$ cat src/hdl/tile_pkg.sv
// Memory map and bus encodings of the tile; control registers alias every 1 KB in their region
package tile_pkg;

  ////////////////////////////////////////
  // Bus widths and encodings
  ////////////////////////////////////////

  localparam int ADDR_W = 32;
  localparam int DATA_W = 32;

  localparam logic [1:0] HTRANS_IDLE   = 2'b00;
  localparam logic [1:0] HTRANS_NONSEQ = 2'b10;

  localparam logic [2:0] HSIZE_BYTE = 3'b000;
  localparam logic [2:0] HSIZE_HALF = 3'b001;
  localparam logic [2:0] HSIZE_WORD = 3'b010;

  ////////////////////////////////////////
  // Memory map
  ////////////////////////////////////////

  localparam logic [3:0] REGION_SRAM = 4'h0;
  localparam logic [3:0] REGION_CTRL = 4'hE;
  localparam logic [3:0] REGION_ROM  = 4'hF;

  localparam int SRAM_WORDS = 256;
  localparam int SRAM_IDX_W = 8;
  localparam int ROM_WORDS  = 16;

  // Boot image, a short startup loop
  localparam logic [DATA_W-1:0] BOOT_IMAGE [ROM_WORDS] = '{
    32'h0000_0093, 32'h0000_0113, 32'h0000_0193, 32'h0000_0213,
    32'h0e00_02b7, 32'h0002_a303, 32'h0042_a383, 32'h0063_8433,
    32'h0000_04b7, 32'h0084_a023, 32'h0044_a503, 32'h00a4_0463,
    32'hfe00_0ee3, 32'h0010_0073, 32'h0000_006f, 32'hdead_c0de
  };

  ////////////////////////////////////////
  // Control registers
  ////////////////////////////////////////

  // Byte offsets inside the control region
  localparam logic [SRAM_IDX_W+1:0] REG_SLAVE_EN = 10'h000;
  localparam logic [SRAM_IDX_W+1:0] REG_SCRATCH  = 10'h004;
  localparam logic [SRAM_IDX_W+1:0] REG_TILE_ID  = 10'h008;

  localparam logic [DATA_W-1:0] TILE_ID = 32'h7113_0001;

  localparam int EN_SRAM_BIT = 0;
  localparam int EN_ROM_BIT  = 1;

  // Both slaves answer after reset
  localparam logic [1:0] SLAVE_EN_RESET = 2'b11;

  ////////////////////////////////////////
  // Types
  ////////////////////////////////////////

  typedef union packed {
    struct packed {
      logic [3:0]  region;
      logic [27:0] offset;
    } region_view;
    struct packed {
      logic [ADDR_W-SRAM_IDX_W-3:0] upper;
      logic [SRAM_IDX_W-1:0]        idx;
      logic [1:0]                   lane;
    } word_view;
  } tile_addr_t;

  typedef enum logic [1:0] {
    SEL_NONE,
    SEL_SRAM,
    SEL_ROM,
    SEL_CTRL
  } slave_sel_t;

endpackage
$ cat src/hdl/tile_bootrom.sv
// Reads return the whole word whatever hsize is; address bits above the image size wrap
module tile_bootrom (
  input  logic                        clk_i,
  input  logic                        reset_i,
  input  logic                        sel_i,
  input  tile_pkg::tile_addr_t        haddr_i,
  output logic [tile_pkg::DATA_W-1:0] rdata_o
);

  localparam int ROM_IDX_W = $clog2(tile_pkg::ROM_WORDS);

  logic [ROM_IDX_W-1:0] idx_q;

  // Word index modulo the image depth
  always_ff @(posedge clk_i) begin
    if (reset_i) begin
      idx_q <= '0;
    end else if (sel_i) begin
      idx_q <= haddr_i.word_view.idx[ROM_IDX_W-1:0];
    end
  end

  // Fixed image out in the data phase
  assign rdata_o = tile_pkg::BOOT_IMAGE[idx_q];

endmodule

$ cat config.mk
export PLATFORM = sky130hd
export DESIGN_NAME = tile_bootrom
export DESIGN_NICKNAME = d
export VERILOG_FILES = /design/src/hdl/tile_pkg.sv /design/src/hdl/tile_bootrom.sv
export SDC_FILE = /design/constraint.sdc
export NUM_CORES = 1
export LEC_CHECK = 0
export BUFFER_PORTS_ARGS = -buffer_cell sky130_fd_sc_hd__buf_2
export CORE_MARGIN = 3
export CORE_UTILIZATION = 36
export DETAILED_ROUTE_END_ITERATION = 6
export MAX_ROUTING_LAYER = met4
export PLACE_DENSITY = 0.86
export SKIP_CTS_REPAIR_TIMING = 1
export SLEW_MARGIN = 20
export SYNTH_ARGS = -nofsm -noshare
export SYNTH_HDL_FRONTEND = slang
export SYNTH_SLANG_ARGS = --single-unit
$ cat constraint.sdc
create_clock -name clk_i -period 2.65 [get_ports clk_i]
set_input_delay 0.53 -clock clk_i [delete_from_list [all_inputs] [get_ports clk_i]]
set_output_delay 0.53 -clock clk_i [all_outputs]
set_load 0.1 [all_outputs]
# Yosys cells after proc, flatten, opt, wreduce, memory -nomap -nowiden
# Memories as Yosys holds them, arrays and structs flattened.
# Cells that the tools add are included.
[word_totals] output_inout_bits=32 input_bits=35 regBits=4 mem_count=1 word_cells=6 romBits=512
[mem_list] name="(no name shown)" words=16 width=32 read_ports=1 rd_clocked_by_memory_dff=0 write_ports=0 line_no="tile_bootrom.sv:24" source="assign rdata_o = tile_pkg::BOOT_IMAGE[idx_q];"
[classes] bitwise=1 mux=2 n_lt_le_gt_ge=1
[op_table] op="$mux 32" count=2
[op_table] op="$ge 5x5->1 const B" count=1
[op_table] op="$not 4->5" count=1

# Logic depth before layout (Yosys ltp)
[logic_depth] ltp_word=4 ltp_mapped=6 depth_no_buf=5

# Worst setup path after synthesis
# OpenSTA, ideal clock, no wires.
[synth_path] kind="flip-flop to output port" start="register idx_q[1]" end="output rdata_o[19] (netlist name)" arrival_ns=2.926 n_path_buf=1 path_slack_ns=-0.806 path_stages_with_launch=5 required_time_ns=2.120 cell_sequence="dfxtp_1 -> ha_1 -> nand3_1 -> inv_1 -> buf_4"
[synth_between] elab_chain_len=4
[synth_rtl] element="from (decl)" line_no="tile_bootrom.sv:12" source="logic [ROM_IDX_W-1:0] idx_q;"
[synth_rtl] element="from (signal assigned)" line_no="tile_bootrom.sv:19" source="idx_q <= haddr_i.word_view.idx[ROM_IDX_W-1:0];"
[synth_rtl] element="$not 4->5 (not written as such)" line_no="tile_bootrom.sv:24"
[synth_rtl] element="$mem_v2 16x32"
[synth_rtl] element="$mux 32 (not written as such) (2 in a row)" line_no="tile_bootrom.sv:24"
[synth_rtl] element="to (decl)" line_no="tile_bootrom.sv:7" source="output logic [tile_pkg::DATA_W-1:0] rdata_o"
# Every way passes these cells. The select of a mux whose other input is x is not followed.

# Worst setup path in the final report
[layout_path] start="register idx_q[0]" end="output rdata_o[7] (netlist name)"
# The elaborated chain is that of the path after synthesis.

==> results by group <==
Timing
  – RSZ-0062 raised after global routing: no
  – Final max-slew violation count: 0
  – Final setup viols: 0
  – Fmax: 426 MHz
  – Setup Skew: 0 ns
  – Final Hold Slack: 0.508 ns
  – Fin crit share: 88.6%
  – Hold Fails Final Rpt: 0
  – Final Critical Period: 2.35 ns

Drt
  – Routed Antenna Nets: 0
  – Starting DRT DRC Count: 13
  – DRC violations left: 0
  – Vias: 661
  – DR WL/cell: 11.0 microns
  – DRT Pass-1 Iters: 4
  – Final wirelength: 1470 microns
  – Vias/cell: 4.93

Worst hold path
  – Hold_sp: reset_i
  – Path type of the worst min-delay path: primary input to register

Floorplan
  – Die span in x: 47.5 microns
  – Die ar.: 2250 sq um
  – Core footprint: 1560 sq um
  – IO Pins: 67
  – Num rows: 14
  – Die H: 47.5 microns
  – Initial Util: 39.7%

Logic synthesis
  – Yosys warnings: 0
  – Post-Syn Area: 619 sq um
  – Syn_area_per_cell: 6.96 sq um
  – Synth Register Bits: 4
  – Synth unique cells: 24
  – Seq/Total Area, Yosys: 12.9%
  – Syn Inst Count: 89

Clocking
  – Worst-skew pair later-pin latency: 0.23 ns
  – CTS tree: yes
  – Total CTS buffers: 3
  – Clock root buffer: clkbuf_4
  – Clk sinks: 4
  – CTS max path bufs: 2
  – Htree depth: 1
  – Clock-pin transition on the worst setup and hold timing paths: 0.04 ns

GRT
  – Largest net degree at the start of global routing: 15
  – Met1 Usage GRT: 17.3%
  – GR Overflow Total: 0
  – Antenna violations before repair: 0
  – Vias in the first global route: 523
  – Grt met2 use: 23.5%
  – Routing usage on met3: 2.26%
  – GRT Overall Usage: 14.5%
  – First-pass GRT wire length: 2210 microns
  – Most Used Layer, Global Route: met2

Placement
  – DP Cell Count: 131
  – DP HPWL: 1230 microns
  – I/O Buffers: 35
  – GPL Wtd Cong: 0.905
  – Placed cell areas: 793 sq um

Worst setup path
  – Critical path data arrival time: 1.82 ns
  – Kind of critical path: register to output port
  – Crit path max fanout: 5
  – Critical path origin: idx_q[0]
  – Critical Path Source Type: register
  – Critical path data required time: 2.12 ns
  – CP endpoint kind: output port
  – RR Startpoint: idx_q[2]

Power and ir drop
  – LEAKAGE: 0.461 nW
  – PD cells: 482 nW/um^2
  – Worst vdd ir: 294 uV

Finish
  – Number of flip-flops under the largest register name: 4
  – Largest registers: idx_q: 4 flops
  – Final Instance Count excl. Fillers: 134
  – Layout Area Growth over Synthesis: 31.7%
  – Top reg by flops: idx_q
  – Cell area after layout: 816 sq um
  – Diode count: 0
  – Layout cells sized above 1: 44.1%
  – Final Net Count: 162

Outcome
  – Status: completed

Run
  – Max cap viols: 0
-- cell usage in the layout (no fill, tap or decap), types with 2 or more instances in the layout --
cell type | netlist | final
a21oi_2 | 0 | 4
a22o_1 | 3 | 3
and3_1 | 2 | 2
buf_2 | 2 | 34
buf_4 | 9 | 4
clkbuf_4 | 0 | 3
conb_1 | 2 | 3
dfxtp_1 | 4 | 4
ha_1 | 7 | 7
inv_1 | 6 | 5
mux2i_1 | 5 | 5
nand2_1 | 6 | 6
nand2b_1 | 4 | 4
nor2_1 | 13 | 12
nor2b_1 | 3 | 2
o21ai_0 | 8 | 7
-- where the power goes --
part | internal, W | total (W) | switching, W
Sequential | 0.0000642 | 0.0000686 | 0.00000433
Clock | 0.0000504 | 0.0000717 | 0.0000212
Combinational | 0.0000480 | 0.000253 | 0.000205
-- routing by layer --
metal / vias up / share of wire, %
li1: 344 / -
met1: 287 / 44
met2: 28 / 47
met3: 2 / 8.0
met4: 0 / 0.68
met5: - / 0
-- cells in the mapped netlist --
cell | n | area [sq um]
nor2_1 | 13 | 48.8
buf_4 | 9 | 67.6
o21ai_0 | 8 | 40.0
ha_1 | 7 | 87.6
inv_1 | 6 | 22.5
nand2_1 | 6 | 22.5
mux2i_1 | 5 | 50.1
a21oi_1 | 4 | 20.0
dfxtp_1 | 4 | 80.1
nand2b_1 | 4 | 25.0
a22o_1 | 3 | 26.3
nor2b_1 | 3 | 18.8
and3_1 | 2 | 12.5
buf_2 | 2 | 10.0
buf_6 | 2 | 22.5
conb_1 | 2 | 7.51
nand3_1 | 2 | 10.0
a211oi_1 | 1 | 7.51
a21o_1 | 1 | 7.51
and2_1 | 1 | 6.26
clkbuf_2 | 1 | 5.00
o21a_1 | 1 | 7.51
o31ai_1 | 1 | 7.51
or2_2 | 1 | 6.26
-- final timing paths --
kind / to / slack (ns) / cells after the start
worst max-delay path: rdata_o[7] / 0.30 / 6
worst min-delay path: idx_q[0] / 0.51 / 2
worst max register to register: idx_q[2] / 1.64 / 3
worst min register to register: idx_q[0] / 0.66 / 3
-- metrics by stage --
stage               setup TNS (ns)  setup WS (ns)  util [%]  total power, W
CTS                              0          0.283      52.3        0.000399
finish                           0          0.302      52.3        0.000393
global placement                 0          0.563      50.9        0.000319
detailed placement               0          0.533      50.9        0.000323
global route                     0          0.152      52.3        0.000416
floorplan                    -1.50         -0.693         -        0.000292
-- critical path: stages (launching register included) --
cell and delay (ns):
dfxtp_1 0.31, inv_1 0.09, ha_1 0.41, nand2_1 0.12, o31ai_1 0.09, a21oi_2 0.13, buf_2 0.43
-- final cells by class --
type	count	area (sq um)
tap	16	20.0
clock buffer	3	22.5
multi-input combinational	66	447
fill	158	743
inverter	6	26.3
sequential	4	80.1
timing repair buffer	39	220
-- kinds of logic after synthesis --
logic type / Yosys count / share of synthesized area [%]
multiplexers: 5 / 8.08
AND/OR/NAND/NOR: 32 / 24.2
buffers and inverters: 20 / 20.6
AO/OA/AOI/OAI: 19 / 18.8
flip-flops: 4 / 12.9
other: 2 / 1.21
adder cells (fa/ha/maj): 7 / 14.1
Note: power is estimated with default switching activity, not from simulation.
