$ cat src/hdl/tile_pkg.sv
// Memory map and bus encodings of the tile; control registers alias every 1 KB in their region
package tile_pkg;

  ////////////////////////////////////////
  // Bus widths and encodings
  ////////////////////////////////////////

  localparam int ADDR_W = 32;
  localparam int DATA_W = 32;

  localparam logic [1:0] HTRANS_IDLE   = 2'b00;
  localparam logic [1:0] HTRANS_NONSEQ = 2'b10;

  localparam logic [2:0] HSIZE_BYTE = 3'b000;
  localparam logic [2:0] HSIZE_HALF = 3'b001;
  localparam logic [2:0] HSIZE_WORD = 3'b010;

  ////////////////////////////////////////
  // Memory map
  ////////////////////////////////////////

  localparam logic [3:0] REGION_SRAM = 4'h0;
  localparam logic [3:0] REGION_CTRL = 4'hE;
  localparam logic [3:0] REGION_ROM  = 4'hF;

  localparam int SRAM_WORDS = 256;
  localparam int SRAM_IDX_W = 8;
  localparam int ROM_WORDS  = 16;

  // Boot image, a short startup loop
  localparam logic [DATA_W-1:0] BOOT_IMAGE [ROM_WORDS] = '{
    32'h0000_0093, 32'h0000_0113, 32'h0000_0193, 32'h0000_0213,
    32'h0e00_02b7, 32'h0002_a303, 32'h0042_a383, 32'h0063_8433,
    32'h0000_04b7, 32'h0084_a023, 32'h0044_a503, 32'h00a4_0463,
    32'hfe00_0ee3, 32'h0010_0073, 32'h0000_006f, 32'hdead_c0de
  };

  ////////////////////////////////////////
  // Control registers
  ////////////////////////////////////////

  // Byte offsets inside the control region
  localparam logic [SRAM_IDX_W+1:0] REG_SLAVE_EN = 10'h000;
  localparam logic [SRAM_IDX_W+1:0] REG_SCRATCH  = 10'h004;
  localparam logic [SRAM_IDX_W+1:0] REG_TILE_ID  = 10'h008;

  localparam logic [DATA_W-1:0] TILE_ID = 32'h7113_0001;

  localparam int EN_SRAM_BIT = 0;
  localparam int EN_ROM_BIT  = 1;

  // Both slaves answer after reset
  localparam logic [1:0] SLAVE_EN_RESET = 2'b11;

  ////////////////////////////////////////
  // Types
  ////////////////////////////////////////

  typedef union packed {
    struct packed {
      logic [3:0]  region;
      logic [27:0] offset;
    } region_view;
    struct packed {
      logic [ADDR_W-SRAM_IDX_W-3:0] upper;
      logic [SRAM_IDX_W-1:0]        idx;
      logic [1:0]                   lane;
    } word_view;
  } tile_addr_t;

  typedef enum logic [1:0] {
    SEL_NONE,
    SEL_SRAM,
    SEL_ROM,
    SEL_CTRL
  } slave_sel_t;

endpackage
$ cat src/hdl/tile_ctrl_regs.sv
// Register accesses are taken as full words and hsize is ignored; offsets alias every 1 KB
module tile_ctrl_regs (
  input  logic                        clk_i,
  input  logic                        reset_i,
  input  logic                        sel_i,
  input  logic                        hwrite_i,
  input  tile_pkg::tile_addr_t        haddr_i,
  input  logic [tile_pkg::DATA_W-1:0] hwdata_i,
  output logic [tile_pkg::DATA_W-1:0] rdata_o,
  output logic                        sram_en_o,
  output logic                        rom_en_o
);

  logic [tile_pkg::SRAM_IDX_W+1:0] off_q;
  logic                            wr_q;
  logic [1:0]                      slave_en_q;
  logic [tile_pkg::DATA_W-1:0]     scratch_q;

  // Byte offset of the selected phase
  always_ff @(posedge clk_i) begin
    if (sel_i) begin
      off_q <= {haddr_i.word_view.idx, haddr_i.word_view.lane};
    end
  end

  always_ff @(posedge clk_i) begin
    if (reset_i) begin
      wr_q       <= 1'b0;
      slave_en_q <= tile_pkg::SLAVE_EN_RESET;
    end else begin
      wr_q <= sel_i && hwrite_i;
      if (wr_q && (off_q == tile_pkg::REG_SLAVE_EN)) begin
        slave_en_q[tile_pkg::EN_SRAM_BIT] <= hwdata_i[tile_pkg::EN_SRAM_BIT];
        slave_en_q[tile_pkg::EN_ROM_BIT]  <= hwdata_i[tile_pkg::EN_ROM_BIT];
      end
    end
  end

  always_ff @(posedge clk_i) begin
    if (wr_q && (off_q == tile_pkg::REG_SCRATCH)) begin
      scratch_q <= hwdata_i;
    end
  end

  // Read back at the latched offset
  always_comb begin
    rdata_o = '0;
    case (off_q)
      tile_pkg::REG_SLAVE_EN: begin
        rdata_o[tile_pkg::EN_SRAM_BIT] = slave_en_q[tile_pkg::EN_SRAM_BIT];
        rdata_o[tile_pkg::EN_ROM_BIT]  = slave_en_q[tile_pkg::EN_ROM_BIT];
      end
      tile_pkg::REG_SCRATCH: rdata_o = scratch_q;
      tile_pkg::REG_TILE_ID: rdata_o = tile_pkg::TILE_ID;
      default:               rdata_o = '0;
    endcase
  end

  // Enables steer the decoder
  assign sram_en_o = slave_en_q[tile_pkg::EN_SRAM_BIT];
  assign rom_en_o  = slave_en_q[tile_pkg::EN_ROM_BIT];

endmodule

$ cat config.mk
export PLATFORM = sky130hd
export DESIGN_NAME = tile_ctrl_regs
export DESIGN_NICKNAME = d
export VERILOG_FILES = /design/src/hdl/tile_pkg.sv /design/src/hdl/tile_ctrl_regs.sv
export SDC_FILE = /design/constraint.sdc
export NUM_CORES = 1
export LEC_CHECK = 0
export ABC_CLOCK_PERIOD_IN_PS = 2000
export BUFFER_PORTS_ARGS = -buffer_cell sky130_fd_sc_hd__buf_2
export CAP_MARGIN = 0
export CORE_MARGIN = 3
export CORE_UTILIZATION = 38
export DETAILED_ROUTE_END_ITERATION = 10
export GPL_TIMING_DRIVEN = 0
export PLACE_DENSITY = 0.74
export SLEW_MARGIN = 20
export SYNTH_ARGS = -nofsm -noshare
export SYNTH_HDL_FRONTEND = slang
export SYNTH_SLANG_ARGS = --single-unit
export TNS_END_PERCENT = 50
$ cat constraint.sdc
create_clock -name clk_i -period 2 [get_ports clk_i]
set_input_delay 0.6 -clock clk_i [delete_from_list [all_inputs] [get_ports clk_i]]
set_output_delay 0.6 -clock clk_i [all_outputs]
set_load 0.05 [all_outputs]
Yosys cells after proc, flatten, opt, wreduce, memory -nomap -nowiden

Cells that the tools add are included.

Flip-flop bits (word level): 45
Output and inout bits: 34

Equal/unequal tests: 2
Muxes and demuxes: 2
Reductions and logical operators: 4

Operator list:

| operator                                       | count |
|---|---|
| case mux 30 bit (2 select lines)               | 1 |
| == test 10 x 3 -> 1 bit, second input constant | 1 |
| == test 10 x 4 -> 1 bit, second input constant | 1 |
| logical NOT 10 bit                             | 1 |
| case mux 2 bit (3 select lines)                | 1 |
| logical AND 1 bit                              | 3 |

Longest topological paths before layout

Depth after elaboration: 2
Depth in mapped cells: 5
Gate-level depth less buffers: 3

Worst setup path after synthesis

No wires, ideal clock.

Path kind: reg-to-output
Start point: register off_q[9] (netlist name)
End point: output port rdata_o[1] (netlist name)
Arrival time: 2037 ps
Slack: -637 ps
Stages on the path, launching flop included: 4
Cell sequence: edfxtp_1 -> nor4_2 -> nand2_1 -> nor3_1

Longest elaborated chain between the ends: 2

RTL lines:

| what                                                  | line                 | RTL |
|---|---|---|
| start: declaration                                    | tile_ctrl_regs.sv:14 | `logic [tile_pkg::SRAM_IDX_W+1:0] off_q;` |
| start signal: assignment                              | tile_ctrl_regs.sv:22 | `off_q <= {haddr_i.word_view.idx, haddr_i.word_view.lane};` |
| == test 10 x 4 -> 1 bit, or another cell as far along | tile_ctrl_regs.sv:48 | `case (off_q)` |
| case mux 2 bit (3 select lines) *                     | tile_ctrl_regs.sv:48 |  |
| end: declaration                                      | tile_ctrl_regs.sv:9  | `output logic [tile_pkg::DATA_W-1:0] rdata_o,` |

Mark *: on every way between the ends. The rest lies on a longest branch, timed or not.

Final worst setup path

Start point: register off_q[6] (netlist name)
End point: output port rdata_o[12] (netlist name)

Longest elaborated chain between the ends: 2

RTL lines:

| what                                                                      | line |
|---|---|
| == test 10 x 4 -> 1 bit / == test 10 x 3 -> 1 bit (equally long branches) | tile_ctrl_regs.sv:48 |
| case mux 30 bit (2 select lines) *                                        | tile_ctrl_regs.sv:48 |

Marks and branches as above.

==> flow_summary_export.csv <==
group,metric,value,unit
grt,overflow,0,
synth,yosysTopAreaCell,"edfxtp_1",
critical_path,cp.required,1.40,ns
critical_path,worst-endpoint-arrival,1.71,ns
synth,avgSynthCellArea,15.88,sq um
grt,grt_pass1_wl,5361,um
floorplanning,floorplan.initialDensity,0.4100,
clocking,cts_hold_buf,0,
critical_path,cp-end-kind,"output port",
sta,finalCriticalPeriod,2.312,ns
final_layout,area_growth,54.12,%
synth,ys_async_sr_fraction,0,
synth,yosysSeqAreaShare,0.7776,
route,wire_per_inst,13.33,um
clocking,insertion_delay,0.28,ns
clocking,cts_tree,"done",
placement,numPortBuffers,79,
grt,grt_pass1_vias,1141,
synth,yosysMostFrequentCell,"edfxtp_1",
sta,max_freq,0.4325,GHz
placement,place_area,2225,sq um
route,drt_iter0_drc,81,
synth,synth_edf_count,42,
clocking,htreeDepth,2,
route,route.met2.wl,1661,um
final_layout,drive_gt1_frac,0.5650,
floorplanning,die-area,5310,sq um
placement,dp_hpwl,2303,um
synth,synth_flop_cell,"edfxtp_1",
floorplanning,die_w,72.87,um
route,wirelength,3332,um
grt,grt_max_degree,33,
clocking,numCtsBuffers,5,
min_path,hp-class,"in2reg",
sta,setup_slack,-0.3122,ns
synth,netlist_area,1699,sq um
sta,worst_slew_pin_slew,0.7358,ns
route,drc,0,
synth,syn-instance-count,107,
critical_path,r2r-start,"off_q[6]",
route,vias,1152,
synth,yosys-top-cells-area,"edfxtp_1 (74%), and2_1 (8.8%), dfxtp_1 (3.5%)",
pwr,vdd_drop_max,0.5588,mV
synth,synth_common_cells,"edfxtp_1 (42), and2_1 (24), nand2_1 (10), a21oi_1 (8), nor2_1 (6)",
route,viasPerCell,4.608,
sta,final-setup-viol-count,64,
grt,grtUsageTotal,0.1360,
flow_run,cap_viol_max_count,0,
route,wl_met3,327,um
route,met1Wirelength,1331,um
clocking,clkTransAtPathRegs,0.08,ns
floorplanning,rows,23,
clocking,cts-root-buf,"clkbuf_8",
critical_path,worstSetupStartpointType,"register",
placement,gp_congestion,0.6696,
run_status,status,"finished with violations",
final_layout,fin_nets,267,
pwr,p_total,1.671,mW
grt,antenna_found_initial,0,
min_path,min_to,"scratch_q[26]",
floorplanning,pin_count,102,
final_layout,antenna_cells,0,
sta,fin_setup_tns,-9.326,ns
sta,post-route-period-util,1.156,
sta,finalClockSkew,0.005464,ns
clocking,clk_path_buf_depth,2,
route,highest_layer,"met4",
synth,synthesis.nets,175,
final_layout,fin_util,0.6319,
floorplanning,die_y,72.87,um
synth,yosysTopAreaCellShare,0.7423,
pwr,powerDensity,638.0,nW/um^2
sta,whs,0.4854,ns
critical_path,cp_max_fo,10,
critical_path,rr_worst_depth,3,
pwr,p_leak,1.050,nW
floorplanning,core_area,4144,sq um
route,drt_first_pass_iters,4,
run_status,violations,"negative setup slack",
clocking,cts.sinks,45,
sta,hold_violations,0,
min_path,whs_path_depth,1,
sta,rsz0062_at_grt,"true",
sta,relSlewSlack,0.5095,
route,drtAntennaViolNets,0,
sta,timing.final.max_slew_violations,0,
final_layout,stdcell_area,2619,sq um
critical_path,crit_type,"reg2out",
min_path,min_from,"hwdata_i[26]",
synth,ys_types,16,
critical_path,ff2ff_setup_slack,-0.01,ns
synth,yosys_warnings,0,
synth,ys_ff_latch,45,
critical_path,r2r-end,"scratch_q[10]",
-- timing repair --
item                       CTS  global route
setup endpoints to repair   64            64
buffers inserted             4             1
pin swaps                    3             2
gates resized for setup     71             7
cloned                       1             0
-- state kept, by name, indices dropped and copies added (netlist names) --
signal / count
slave_en_q: 2
wr_q: 1
off_q: 10
scratch_q: 32
-- worst max-delay path, stage by stage (launching register included) --
cell and delay [ns]:
edfxtp_1 0.41, nor4_4 0.32, and3_4 0.27, buf_6 0.13
and2_1 0.14, buf_6 0.16
-- worst max path at each step --
stage | endpoint | slack (ns) | startpoint
5_1_grt | rdata_o[27] | -0.40 | off_q[9]
4_1_cts | rdata_o[19] | -0.34 | off_q[0]
3_3_place_gp | rdata_o[22] | -0.24 | off_q[9]
3_5_place_dp | rdata_o[18] | -0.24 | off_q[9]
2_1_floorplan | rdata_o[11] | -0.13 | off_q[9]
6_report | rdata_o[12] | -0.31 | off_q[6]
-- cell usage in the layout, fill, tap and decap left out, drive strengths merged --
cell type  Yosys  layout
edfxtp        42      42
nor3           1       1
a21oi          8       8
and2          24      24
nand2b         1       1
nor2           6       6
o21bai         1       1
mux2i          3       3
nor4           2       2
dfxtp          3       3
nand2         10      11
and3           1       1
nand4          1       1
buf            3      87
clkbuf         0       8
nor2b          1       1
-- cells by family (layout without fill, tap and decap cells) --
kind of cell	after synthesis	after routing	share of synthesized area
and+or+nand+nor	47	48	0.1591
DFF	45	45	0.7776
AOI/OAI and AO/OA	9	9	0.02798
muxes	3	3	0.01767
buffers and inverters	3	95	0.01767
-- report_power, final --
part / internal, mW / switching (mW) / total [mW]
combinational: 0.0500 / 0.0465 / 0.0964
sequential: 1.05 / 0.0132 / 1.06
clock: 0.248 / 0.266 / 0.514
total: 1.35 / 0.326 / 1.67
-- per-layer routing --
| metal | global-route usage | vias up |
|---|---|---|
| li1 | - | 567 |
| met1 | 0.1664 | 522 |
| met2 | 0.2194 | 61 |
| met3 | 0.05647 | 2 |
| met4 | 0.04303 | 0 |
| met5 | 0 | - |
-- final cells by class --
class / count / area, sq um
repair buffers: 84 / 644.4
fillers: 325 / 1525
plain buffers: 3 / 30.03
multi-input cells: 60 / 480.5
clock buffers: 8 / 80.08
well taps: 50 / 62.56
flip-flops and latches: 45 / 1321
-- metrics by stage --
stage          worst slack, ns  cells
2_1_floorplan          -0.1349    107
3_3_place_gp           -0.2422    236
3_5_place_dp           -0.2415    236
4_1_cts                -0.3395    249
6_report               -0.3122    250
5_1_grt                -0.4048    250
Note: power is estimated with default switching activity, not from simulation.
