$ cat src/hdl/tile_pkg.sv
// Memory map and bus encodings of the tile; control registers alias every 1 KB in their region
package tile_pkg;

  ////////////////////////////////////////
  // Bus widths and encodings
  ////////////////////////////////////////

  localparam int ADDR_W = 32;
  localparam int DATA_W = 32;

  localparam logic [1:0] HTRANS_IDLE   = 2'b00;
  localparam logic [1:0] HTRANS_NONSEQ = 2'b10;

  localparam logic [2:0] HSIZE_BYTE = 3'b000;
  localparam logic [2:0] HSIZE_HALF = 3'b001;
  localparam logic [2:0] HSIZE_WORD = 3'b010;

  ////////////////////////////////////////
  // Memory map
  ////////////////////////////////////////

  localparam logic [3:0] REGION_SRAM = 4'h0;
  localparam logic [3:0] REGION_CTRL = 4'hE;
  localparam logic [3:0] REGION_ROM  = 4'hF;

  localparam int SRAM_WORDS = 256;
  localparam int SRAM_IDX_W = 8;
  localparam int ROM_WORDS  = 16;

  // Boot image, a short startup loop
  localparam logic [DATA_W-1:0] BOOT_IMAGE [ROM_WORDS] = '{
    32'h0000_0093, 32'h0000_0113, 32'h0000_0193, 32'h0000_0213,
    32'h0e00_02b7, 32'h0002_a303, 32'h0042_a383, 32'h0063_8433,
    32'h0000_04b7, 32'h0084_a023, 32'h0044_a503, 32'h00a4_0463,
    32'hfe00_0ee3, 32'h0010_0073, 32'h0000_006f, 32'hdead_c0de
  };

  ////////////////////////////////////////
  // Control registers
  ////////////////////////////////////////

  // Byte offsets inside the control region
  localparam logic [SRAM_IDX_W+1:0] REG_SLAVE_EN = 10'h000;
  localparam logic [SRAM_IDX_W+1:0] REG_SCRATCH  = 10'h004;
  localparam logic [SRAM_IDX_W+1:0] REG_TILE_ID  = 10'h008;

  localparam logic [DATA_W-1:0] TILE_ID = 32'h7113_0001;

  localparam int EN_SRAM_BIT = 0;
  localparam int EN_ROM_BIT  = 1;

  // Both slaves answer after reset
  localparam logic [1:0] SLAVE_EN_RESET = 2'b11;

  ////////////////////////////////////////
  // Types
  ////////////////////////////////////////

  typedef union packed {
    struct packed {
      logic [3:0]  region;
      logic [27:0] offset;
    } region_view;
    struct packed {
      logic [ADDR_W-SRAM_IDX_W-3:0] upper;
      logic [SRAM_IDX_W-1:0]        idx;
      logic [1:0]                   lane;
    } word_view;
  } tile_addr_t;

  typedef enum logic [1:0] {
    SEL_NONE,
    SEL_SRAM,
    SEL_ROM,
    SEL_CTRL
  } slave_sel_t;

endpackage
$ cat src/hdl/tile_bus_decoder.sv
// Assumes one master issuing single IDLE or NONSEQ transfers to zero-wait slaves only
module tile_bus_decoder (
  input  logic                        clk_i,
  input  logic                        reset_i,
  input  logic                        hsel_i,
  input  logic [1:0]                  htrans_i,
  input  logic                        hwrite_i,
  input  tile_pkg::tile_addr_t        haddr_i,
  input  logic                        sram_en_i,
  input  logic                        rom_en_i,
  input  logic [tile_pkg::DATA_W-1:0] sram_rdata_i,
  input  logic [tile_pkg::DATA_W-1:0] rom_rdata_i,
  input  logic [tile_pkg::DATA_W-1:0] ctrl_rdata_i,
  output logic                        sram_sel_o,
  output logic                        rom_sel_o,
  output logic                        ctrl_sel_o,
  output logic [tile_pkg::DATA_W-1:0] hrdata_o,
  output logic                        hready_o,
  output logic                        hresp_o
);

  logic                 accept;
  logic                 err_hit;
  tile_pkg::slave_sel_t owner_d;
  tile_pkg::slave_sel_t owner_q;
  // First and second cycle of the error response
  logic                 err1_q;
  logic                 err2_q;

  assign hready_o = ~err1_q;
  assign hresp_o  = err1_q | err2_q;

  // Address phase is taken only while the bus is ready
  assign accept = hsel_i && (htrans_i == tile_pkg::HTRANS_NONSEQ) && hready_o;

  ////////////////////////////////////////
  // Address phase decode
  ////////////////////////////////////////

  always_comb begin
    owner_d = tile_pkg::SEL_NONE;
    err_hit = 1'b0;
    if (accept) begin
      case (haddr_i.region_view.region)
        tile_pkg::REGION_SRAM: begin
          if (sram_en_i) owner_d = tile_pkg::SEL_SRAM;
          else err_hit = 1'b1;
        end
        tile_pkg::REGION_ROM: begin
          // ROM never takes writes
          if (rom_en_i && !hwrite_i) owner_d = tile_pkg::SEL_ROM;
          else err_hit = 1'b1;
        end
        tile_pkg::REGION_CTRL: owner_d = tile_pkg::SEL_CTRL;
        default: err_hit = 1'b1;
      endcase
    end
  end

  assign sram_sel_o = (owner_d == tile_pkg::SEL_SRAM);
  assign rom_sel_o  = (owner_d == tile_pkg::SEL_ROM);
  assign ctrl_sel_o = (owner_d == tile_pkg::SEL_CTRL);

  ////////////////////////////////////////
  // Data phase owner and error sequence
  ////////////////////////////////////////

  always_ff @(posedge clk_i) begin
    if (reset_i) begin
      owner_q <= tile_pkg::SEL_NONE;
      err1_q  <= 1'b0;
      err2_q  <= 1'b0;
    end else begin
      owner_q <= owner_d;
      err1_q  <= err_hit;
      err2_q  <= err1_q;
    end
  end

  // Read data from the current owner
  always_comb begin
    case (owner_q)
      tile_pkg::SEL_SRAM: hrdata_o = sram_rdata_i;
      tile_pkg::SEL_ROM:  hrdata_o = rom_rdata_i;
      tile_pkg::SEL_CTRL: hrdata_o = ctrl_rdata_i;
      default:            hrdata_o = '0;
    endcase
  end

endmodule

$ cat config.mk
export PLATFORM = sky130hd
export DESIGN_NAME = tile_bus_decoder
export DESIGN_NICKNAME = d
export VERILOG_FILES = /design/src/hdl/tile_pkg.sv /design/src/hdl/tile_bus_decoder.sv
export SDC_FILE = /design/constraint.sdc
export NUM_CORES = 1
export LEC_CHECK = 0
export BUFFER_PORTS_ARGS = -buffer_cell sky130_fd_sc_hd__buf_2
export CAP_MARGIN = 5
export CORE_MARGIN = 4
export CORE_UTILIZATION = 24
export CTS_BUF_LIST = sky130_fd_sc_hd__clkbuf_8
export CTS_CLUSTER_SIZE = 25
export DETAILED_ROUTE_END_ITERATION = 16
export GPL_TIMING_DRIVEN = 1
export PLACE_DENSITY_LB_ADDON = 0.15
export SLEW_MARGIN = 20
export SYNTH_ARGS = -nofsm -noshare
export SYNTH_HDL_FRONTEND = slang
export SYNTH_SLANG_ARGS = --single-unit
$ cat constraint.sdc
create_clock -name clk_i -period 1.1 [get_ports clk_i]
set_clock_uncertainty 0.15 [all_clocks]
set_input_delay 0 -clock clk_i [delete_from_list [all_inputs] [get_ports clk_i]]
set_output_delay 0 -clock clk_i [all_outputs]
set_load 0.05 [all_outputs]
Word-level counts from Yosys, hierarchy flattened
Index checks and enable logic that the tools add are counted.
Widths: inputs -> output; s select.
{"block": "totals", "reg_bits": 4, "wordCells": 29}
{"block": "op_classes", "n_eq_ne": 9, "n_bitwise": 3, "n_reduce_logical": 6, "mux": 8}
{"operator": "$pmux 32 s3", "count": 1}
{"operator": "$eq 2x2->1 const B", "count": 5}
{"operator": "$eq 4x4->1 const B", "count": 2}
{"operator": "$pmux 2 s3", "count": 1}
{"operator": "$eq 2x1->1 const B", "count": 2}
{"operator": "$logic_not 4->1", "count": 1}
{"operator": "$mux 2", "count": 2}
{"operator": "$logic_and 1x1->1", "count": 3}
{"operator": "$mux 1", "count": 3}
{"operator": "$pmux 1 s3", "count": 1}
{"operator": "$not 1->1", "count": 2}
{"operator": "$reduce_or 2->1", "count": 1}
{"operator": "$logic_not 1->1", "count": 1}
{"operator": "$or 1x1->1", "count": 1}

Longest topological paths before layout
Gate-level depths: netlist of run 1.
{"block": "depth", "word_depth": 6, "mapped_depth": 5, "depth_no_buf": 3}

Least setup slack after synthesis of run 1
Ideal clock, no wire load.
{"block": "synth_path", "kind": "register to output", "start": "register err1_q", "end": "output port rom_sel_o", "required_ns": 0.950, "path_slack_ns": -0.743, "path_buffers": 0, "arrival_time_ns": 1.693, "path_stages_with_launch": 4, "cell_sequence": "dfxtp_1 -> and4bb_2 -> nand2_1 -> nor3_1"}
{"block": "synth_via", "elab_chain_len": 4}
{"item": "from (decl)", "line_no": "tile_bus_decoder.sv:27", "text": "logic err1_q;"}
{"item": "from (signal assigned)", "line_no": "tile_bus_decoder.sv:75", "text": "err1_q <= err_hit;"}
{"item": "$not 1->1", "line_no": "tile_bus_decoder.sv:30", "text": "assign hready_o = ~err1_q;"}
{"item": "$logic_and 1x1->1", "line_no": "tile_bus_decoder.sv:34", "text": "assign accept = hsel_i && (htrans_i == tile_pkg::HTRANS_NONSEQ) && hready_o;"}
{"item": "$mux 2", "line_no": "tile_bus_decoder.sv:43", "text": "if (accept) begin"}
{"item": "$eq 2x2->1", "line_no": "tile_bus_decoder.sv:61", "text": "assign rom_sel_o = (owner_d == tile_pkg::SEL_ROM);"}
{"item": "to (decl)", "line_no": "tile_bus_decoder.sv:15", "text": "output logic rom_sel_o,"}
Every way passes these cells.

Worst setup path after layout of run 1
{"block": "layout_path", "start": "register owner_q[1]", "end": "output port hrdata_o[16] (netlist bit)"}
{"block": "layout_via", "elab_chain_len": 2, "elab_cells_between_ends": 4, "classes_between": "eq/ne (3); mux (1)"}
{"item": "from (decl)", "line_no": "tile_bus_decoder.sv:25", "text": "tile_pkg::slave_sel_t owner_q;"}
{"item": "from (signal assigned)", "line_no": "tile_bus_decoder.sv:70", "text": "owner_q <= tile_pkg::SEL_NONE;"}
{"item": "from (signal assigned)", "line_no": "tile_bus_decoder.sv:74", "text": "owner_q <= owner_d;"}
{"item": "$eq 2x2->1 or $eq 2x1->1 (tied branches)", "line_no": "tile_bus_decoder.sv:82", "text": "case (owner_q)"}
{"item": "$pmux 32 s3 (*)", "line_no": "tile_bus_decoder.sv:82"}
{"item": "to (decl)", "line_no": "tile_bus_decoder.sv:17", "text": "output logic [tile_pkg::DATA_W-1:0] hrdata_o,"}
Every way passes the cells marked *; elsewhere a longest branch is shown, timed or not.

==> reports/results.txt, run 1 <==
Status: complete, but fails checks
Failing checks: negative setup slack
Avg Vias per Cell: 4.84
Remaining DRCs: 0
Post-synthesis compound-gate area fraction: 0.316
Max-cap violations: 0
Tot GR Track Use: 0.154
Final Critical Period: 1.67 ns
Placer Congestion: 0.677
PortBufs: 144
Sw Share: 0.280
Critical Path End Type: primary output
Worst Max-Slew Pin Slew: 0.351 ns
Setup-failing EPs final: 37
Most common cell after layout, fill and taps aside: buf_2
Drt pass-1 iters: 4
Nets: 386
Arr. time, crit path: 1.52 ns
Dpl hpwl: 3.50 mm
Die area: 0.00499 mm2
CTS tree: done
Internal Power: 649 uW
First-pass GRT wire length: 6.40 mm
DR vias: 1432
Overall Power: 901 uW
CTS sink cnt: 4
Final Hold Fails: 0
GRT overflow: 0
Worst-path cell chain: buf_4 > mux2_2 > a22o_4 > buf_6
Power Dens Cells: 353 mW/mm2
Worst setup SP type: flop
Largest net degree at the start of global routing: 18
Clk pin slew, worst setup/hold paths: 0.04 ns
Net switching power: 252 uW
Syn Nets: 235
Max Fanout on Critical Path: 5
Unique masters post-synth: 22
Critical path required time: 0.95 ns
Post-synthesis mux area share: 0.382
Fmax: 600 MHz
Register area share after synthesis: 0.0850
VDD IR max: 0.738 mV
RSZ-0062 raised after global routing: true
H-tree depth: 1
Clk_lat worst skew: 0.22 ns
Setup_tns: -17.29 ns
Tcrit/Tclk final: 1.51
WHS: 0.0334 ns
Kind of critical path: reg2out
Vias in the first global route: 1435
Hold Crit Class: in2reg
Initial DRC Count: 44
Share of layout cells above drive strength 1: 0.956
Num CTS Buffers: 3
Register bit total from synthesis: 4
Combinational share of power: 0.484
Routed WL: 4.59 mm
Antenna violations before repair: 0
Die Ht: 70.7 um
Main combinational cell family by area after synthesis: multiplexers
Fill cells: 320
Starting Density: 0.254
Adder-Cell Fraction of Synth Area: 0
Commonest non-fill, non-tap cells in the layout: buf_2, a22o_4, buf_6, mux2_4
Synth Area in Simple Gates: 0.108
Per-cell routed wire length: 15.5 um
Pre-CTS setup slack: -0.404 ns
Synth Cell Area: 942 um2
Synth Area in XOR/XNOR: 0
Pins Over Slew Limit: 0
Mean Syn Cell Area: 9.52 um2
Post-Synthesis Cells: 99
Root Buffer: clkbuf_8
Synth warn: 0
Final critical-path setup slack: -0.565 ns
Sequential share of power: 0.164
Leakage: 1.38 nW
Core area: 0.00372 mm2
I/O pin count: 173
Area growth syn-to-layout: 171%
Max incr delay on CP: 0.39 ns
ANT cells: 0
Die W: 70.7 um
Rel. slew slack: 0.765
Clock power frac: 0.353
Final ANT Viol Nets: 0
Cell Rows: 22
Deepest clock path buffer count: 2
CP max-delay cell: dfxtp_4
==> routing by layer <==
| metal | vias to the layer above | GRT usage | routed length (um) |
|---|---|---|---|
| met2 | 74 | 0.307 | 2450 |
| met1 | 657 | 0.155 | 1700 |
| met5 | - | 0 | 0 |
| met4 | 0 | 0.0376 | 29 |
| met3 | 2 | 0.0440 | 405 |
| li1 | 699 | - | - |
==> power groups by stage <==
stage	clock (mW)	combinational, mW	sequential (mW)
floorplan	0	0.146	0.151
global placement	0	0.345	0.151
detailed placement	0	0.355	0.151
CTS	0.327	0.385	0.147
global route	0.348	0.468	0.148
finish	0.318	0.436	0.147
==> Yosys cell counts <==
master | instances | area share
a211oi_1 | 1 | 0.0080
a21oi_1 | 1 | 0.0053
a22o_1 | 32 | 0.30
and4bb_2 | 1 | 0.013
buf_2 | 1 | 0.0053
buf_6 | 7 | 0.084
clkbuf_1 | 4 | 0.016
dfxtp_1 | 4 | 0.085
inv_1 | 1 | 0.0040
mux2_1 | 30 | 0.36
mux2_2 | 2 | 0.024
nand2_1 | 1 | 0.0040
nand2_2 | 1 | 0.0066
nand2b_1 | 3 | 0.020
nand3_1 | 1 | 0.0053
nor2_1 | 3 | 0.012
nor2b_1 | 1 | 0.0066
nor3_1 | 1 | 0.0053
nor3b_2 | 1 | 0.013
o21ai_0 | 1 | 0.0053
or2_2 | 1 | 0.0066
or4b_4 | 1 | 0.015
==> area by class of cell <==
class / count / area (um2) / share of cell area
multi-input combinational: 82 / 1220 / 0.477
timing repair buffer: 158 / 1140 / 0.448
sequential: 4 / 86.3 / 0.0339
tap: 48 / 60.1 / 0.0236
clock buffer: 3 / 41.3 / 0.0162
inverter: 1 / 3.75 / 0.00147
==> sequential cells by signal, indices dropped and copies added, names as in the netlist <==
name     flops
err2_q       1
owner_q      2
err1_q       1
==> critical path, delay by kind of cell, from the launching register on <==
family                 cells  cell delay (ns)
AO/OA/AOI/OAI              1             0.25
multiplexers               1             0.34
flip-flops                 1             0.39
buffers and inverters      2             0.31
==> final timing paths <==
kind	from	end	slack (ns)	cells after the start
max	owner_q[1]	hrdata_o[16]	-0.57	4
min	rom_en_i	owner_q[1]	0.03	3
max reg2reg	err1_q	owner_q[0]	-0.17	4
min reg2reg	err1_q	err2_q	0.31	2
==> stage by stage <==
stage	instances	area, um2	utilization
2_1_floorplan	99	1280	-
3_3_place_gp	289	2060	0.554
3_5_place_dp	289	2060	0.554
4_1_cts	295	2340	0.629
5_1_grt	296	2550	0.686
6_report	296	2550	0.686
==> kinds of logic after synthesis <==
| kind of cell | count (synthesis) |
|---|---|
| mux | 32 |
| flops | 4 |
| buf+inv | 13 |
| simple gates | 15 |
| compound gates | 35 |
==> timing repair <==
| action | CTS | global route |
|---|---|---|
| gates resized for setup | 69 | 50 |
| pin swaps | 3 | 1 |
| gates cloned | 0 | 1 |
| endpoints found under the setup margin | 38 | 39 |
| setup buffers | 1 | 0 |
| hold buffers | 2 | 0 |
| endpoints found under the hold margin | 4 | 0 |
Note: power is estimated with default switching activity, not from simulation.
==> inputs of run 2 (changes only) <==
Settings changed: BUFFER_PORTS_ARGS -buffer_cell sky130_fd_sc_hd__buf_2 to default, CORE_AREA from default to 4 4 66 68, CORE_MARGIN 4 to default, CORE_UTILIZATION 24 to default, DIE_AREA from default to 0 0 70 72, DONT_BUFFER_PORTS from default to 1, SLEW_MARGIN 20 to default.
==> run 2 against run 1 <==
Compared with the run above:
- the flow finishes with violations (negative hold slack, negative setup slack)
- wire length shrank 29%
- worst setup slack gained 0.11 ns
- flip-flop and latch count is the same
- power shrank 29%
==> reports/results.txt, run 2 (synthesized netlist as in run 1, its figures left out) <==
Most common cell after layout, fill and taps aside: a22o_4
Initial DRC Count: 6 (-86%)
Setup-failing EPs final: 39 (+5.4%)
Max incr delay on CP: 0.36 ns (-0.03 ns)
Die area: 0.00504 mm2 (+0.96%)
Final Hold Fails: 1 (+1)
RSZ-0062 raised after global routing: true
Fmax: 643 MHz (+7.1%)
Root Buffer: clkbuf_8
Tcrit/Tclk final: 1.41 (-0.100)
Critical Path End Type: primary output
I/O pin count: 173 (unchanged)
PortBufs: 0 (-100%)
Min-Delay Path Depth: 3 (unchanged)
VDD IR max: 0.700 mV (-5.1%)
Routed WL: 3.27 mm (-29%)
Kind of critical path: reg2out
Num CTS Buffers: 3 (unchanged)
Per-cell routed wire length: 20.8 um (+34%)
Tot GR Track Use: 0.109 (-0.0451)
Final critical-path setup slack: -0.455 ns (+0.110 ns)
Nets: 245 (-37%)
Avg Vias per Cell: 5.67 (+17%)
DR vias: 890 (-38%)
Power Dens Cells: 407 mW/mm2 (+15%)
Critical path required time: 0.95 ns (about the same)
Largest net degree at the start of global routing: 33 (+15)
Die Ht: 72 um (+1.9%)
Drt pass-1 iters: 2 (-2)
Clk_lat worst skew: 0.21 ns (about the same)
Hold wc startpoint: haddr_i[30]
Core area: 0.00386 mm2 (+3.8%)
Worst Max-Slew Pin Slew: 0.365 ns (+0.0139 ns)
H-tree depth: 1 (unchanged)
Worst-path cell chain: buf_12 > nor2b_4 > buf_12 > a22o_4
Regs by FF count: owner_q: 2 flops, err1_q: 1 flops, err2_q: 1 flops
Most used cell, CP: buf_12
Cell Rows: 23 (+4.5%)
Worst r2r path cells: 5 (+1)
# placed instances: 148 (-49%)
CTS sink cnt: 4 (unchanged)
Overall Power: 638 uW (-29%)
Max FFs per register: 2 (unchanged)
Arr. time, crit path: 1.40 ns (-0.12 ns)
Multi-input logic area: 0.00112 mm2 (-8.1%)
Post-CTS Hold Buffers: 3 (+1)
Hold Path End: err1_q
Status: complete, but fails checks
Clk pin slew, worst setup/hold paths: 0.03 ns (about the same)
Rel. slew slack: 0.756 (-0.00929)
Max Fanout on Critical Path: 20 (+15)
CP max-delay cell: dfxtp_4
Final Critical Period: 1.55 ns (-0.110 ns)
ANT cells: 0 (unchanged)
GRT overflow: 0 (unchanged)
FF+latch area: 86.3 um2 (unchanged)
Die W: 70 um (-0.93%)
Area growth syn-to-layout: 66.1%
Share of layout cells above drive strength 1: 0.664 (-0.292)
Starting Density: 0.244 (-0.00921)
Reg with most FFs: owner_q
WHS: -0.0373 ns (-0.0707 ns)
Vias in the first global route: 936 (-35%)
Hold Crit Class: in2reg
CTS tree: done
Final std cells w/o fill: 157 (-47%)
Remaining DRCs: 0 (unchanged)
Deepest clock path buffer count: 2 (unchanged)
Antenna violations before repair: 0 (unchanged)
First-pass GRT wire length: 4.54 mm (-29%)
FF-to-FF setup slack: -0.26 ns (-0.09 ns)
Worst r2r src: err1_q
Failing checks: negative hold slack, negative setup slack
Dpl hpwl: 2.71 mm (-23%)
Leakage: 0.677 nW (-51%)
Commonest non-fill, non-tap cells in the layout: a22o_4, mux2_1, buf_12, buf_6, mux2_4
Reg-to-reg endpoint: owner_q[0]
Placer Congestion: 0.658 (-2.8%)
Pins Over Slew Limit: 0 (unchanged)
Max-cap violations: 0 (unchanged)
Pre-CTS setup slack: -0.263 ns (+0.141 ns)
Fill cells: 358 (+12%)
Worst setup SP type: flop
Final ANT Viol Nets: 0 (unchanged)
run 2: repair_timing:
| item | in CTS | in global routing |
|---|---|---|
| buffers inserted | 3 | 2 |
| setup endpoints to repair | 39 | 39 |
| endpoints found under the hold margin | 4 | 1 |
| gates resized for setup | 12 | 2 |
| pin swaps | 21 | 9 |
run 2: final cells by class:
type                    count  share of cell area
well taps                  50              0.0400
clock buffers               3              0.0264
multi-input cells          82               0.714
repair buffers             17               0.162
inverters                   1             0.00240
flip-flops and latches      4              0.0552
run 2: how the worst max path moves through the flow:
| stage | endpoint | from |
|---|---|---|
| floorplan | hrdata_o[10] | owner_q[1] |
| global placement | hrdata_o[28] | owner_q[1] |
| detailed placement | hrdata_o[21] | owner_q[1] |
| CTS | hrdata_o[21] | owner_q[1] |
| global route | hrdata_o[21] | owner_q[1] |
| finish | hrdata_o[21] | owner_q[1] |
run 2: per-layer routing:
metal	up-vias	global-route usage	routed length, um
met5	-	0	0
met2	78	0.207	1770
li1	413	-	-
met3	0	0.0443	369
met1	399	0.119	1130
met4	0	0.00638	0
run 2: power breakdown:
| group | internal [mW] | total (mW) | leakage, nW | switching [mW] |
|---|---|---|---|---|
| Clock | 0.232 | 0.300 | 0.0216 | 0.0673 |
| Combinational | 0.0952 | 0.190 | 0.622 | 0.0952 |
| Sequential | 0.146 | 0.148 | 0.0341 | 0.00151 |
| Total | 0.474 | 0.638 | 0.677 | 0.164 |
run 2: through the flow:
stage / utilization / TNS (ns) / cell area [um2]
after global routing: 0.406 / -17.76 / 1570
final: 0.406 / -15.56 / 1570
after floorplan: - / -6.72 / 1280
after global placement: 0.369 / -7.66 / 1420
after CTS: 0.403 / -16.12 / 1550
after detailed placement: 0.369 / -8.24 / 1420
run 2: worst max-delay path, delay by kind of cell, from the launching register on:
kind	cells	cell delay, ns
flops	1	0.36
buf+inv	2	0.36
compound gates	1	0.25
simple gates	1	0.22
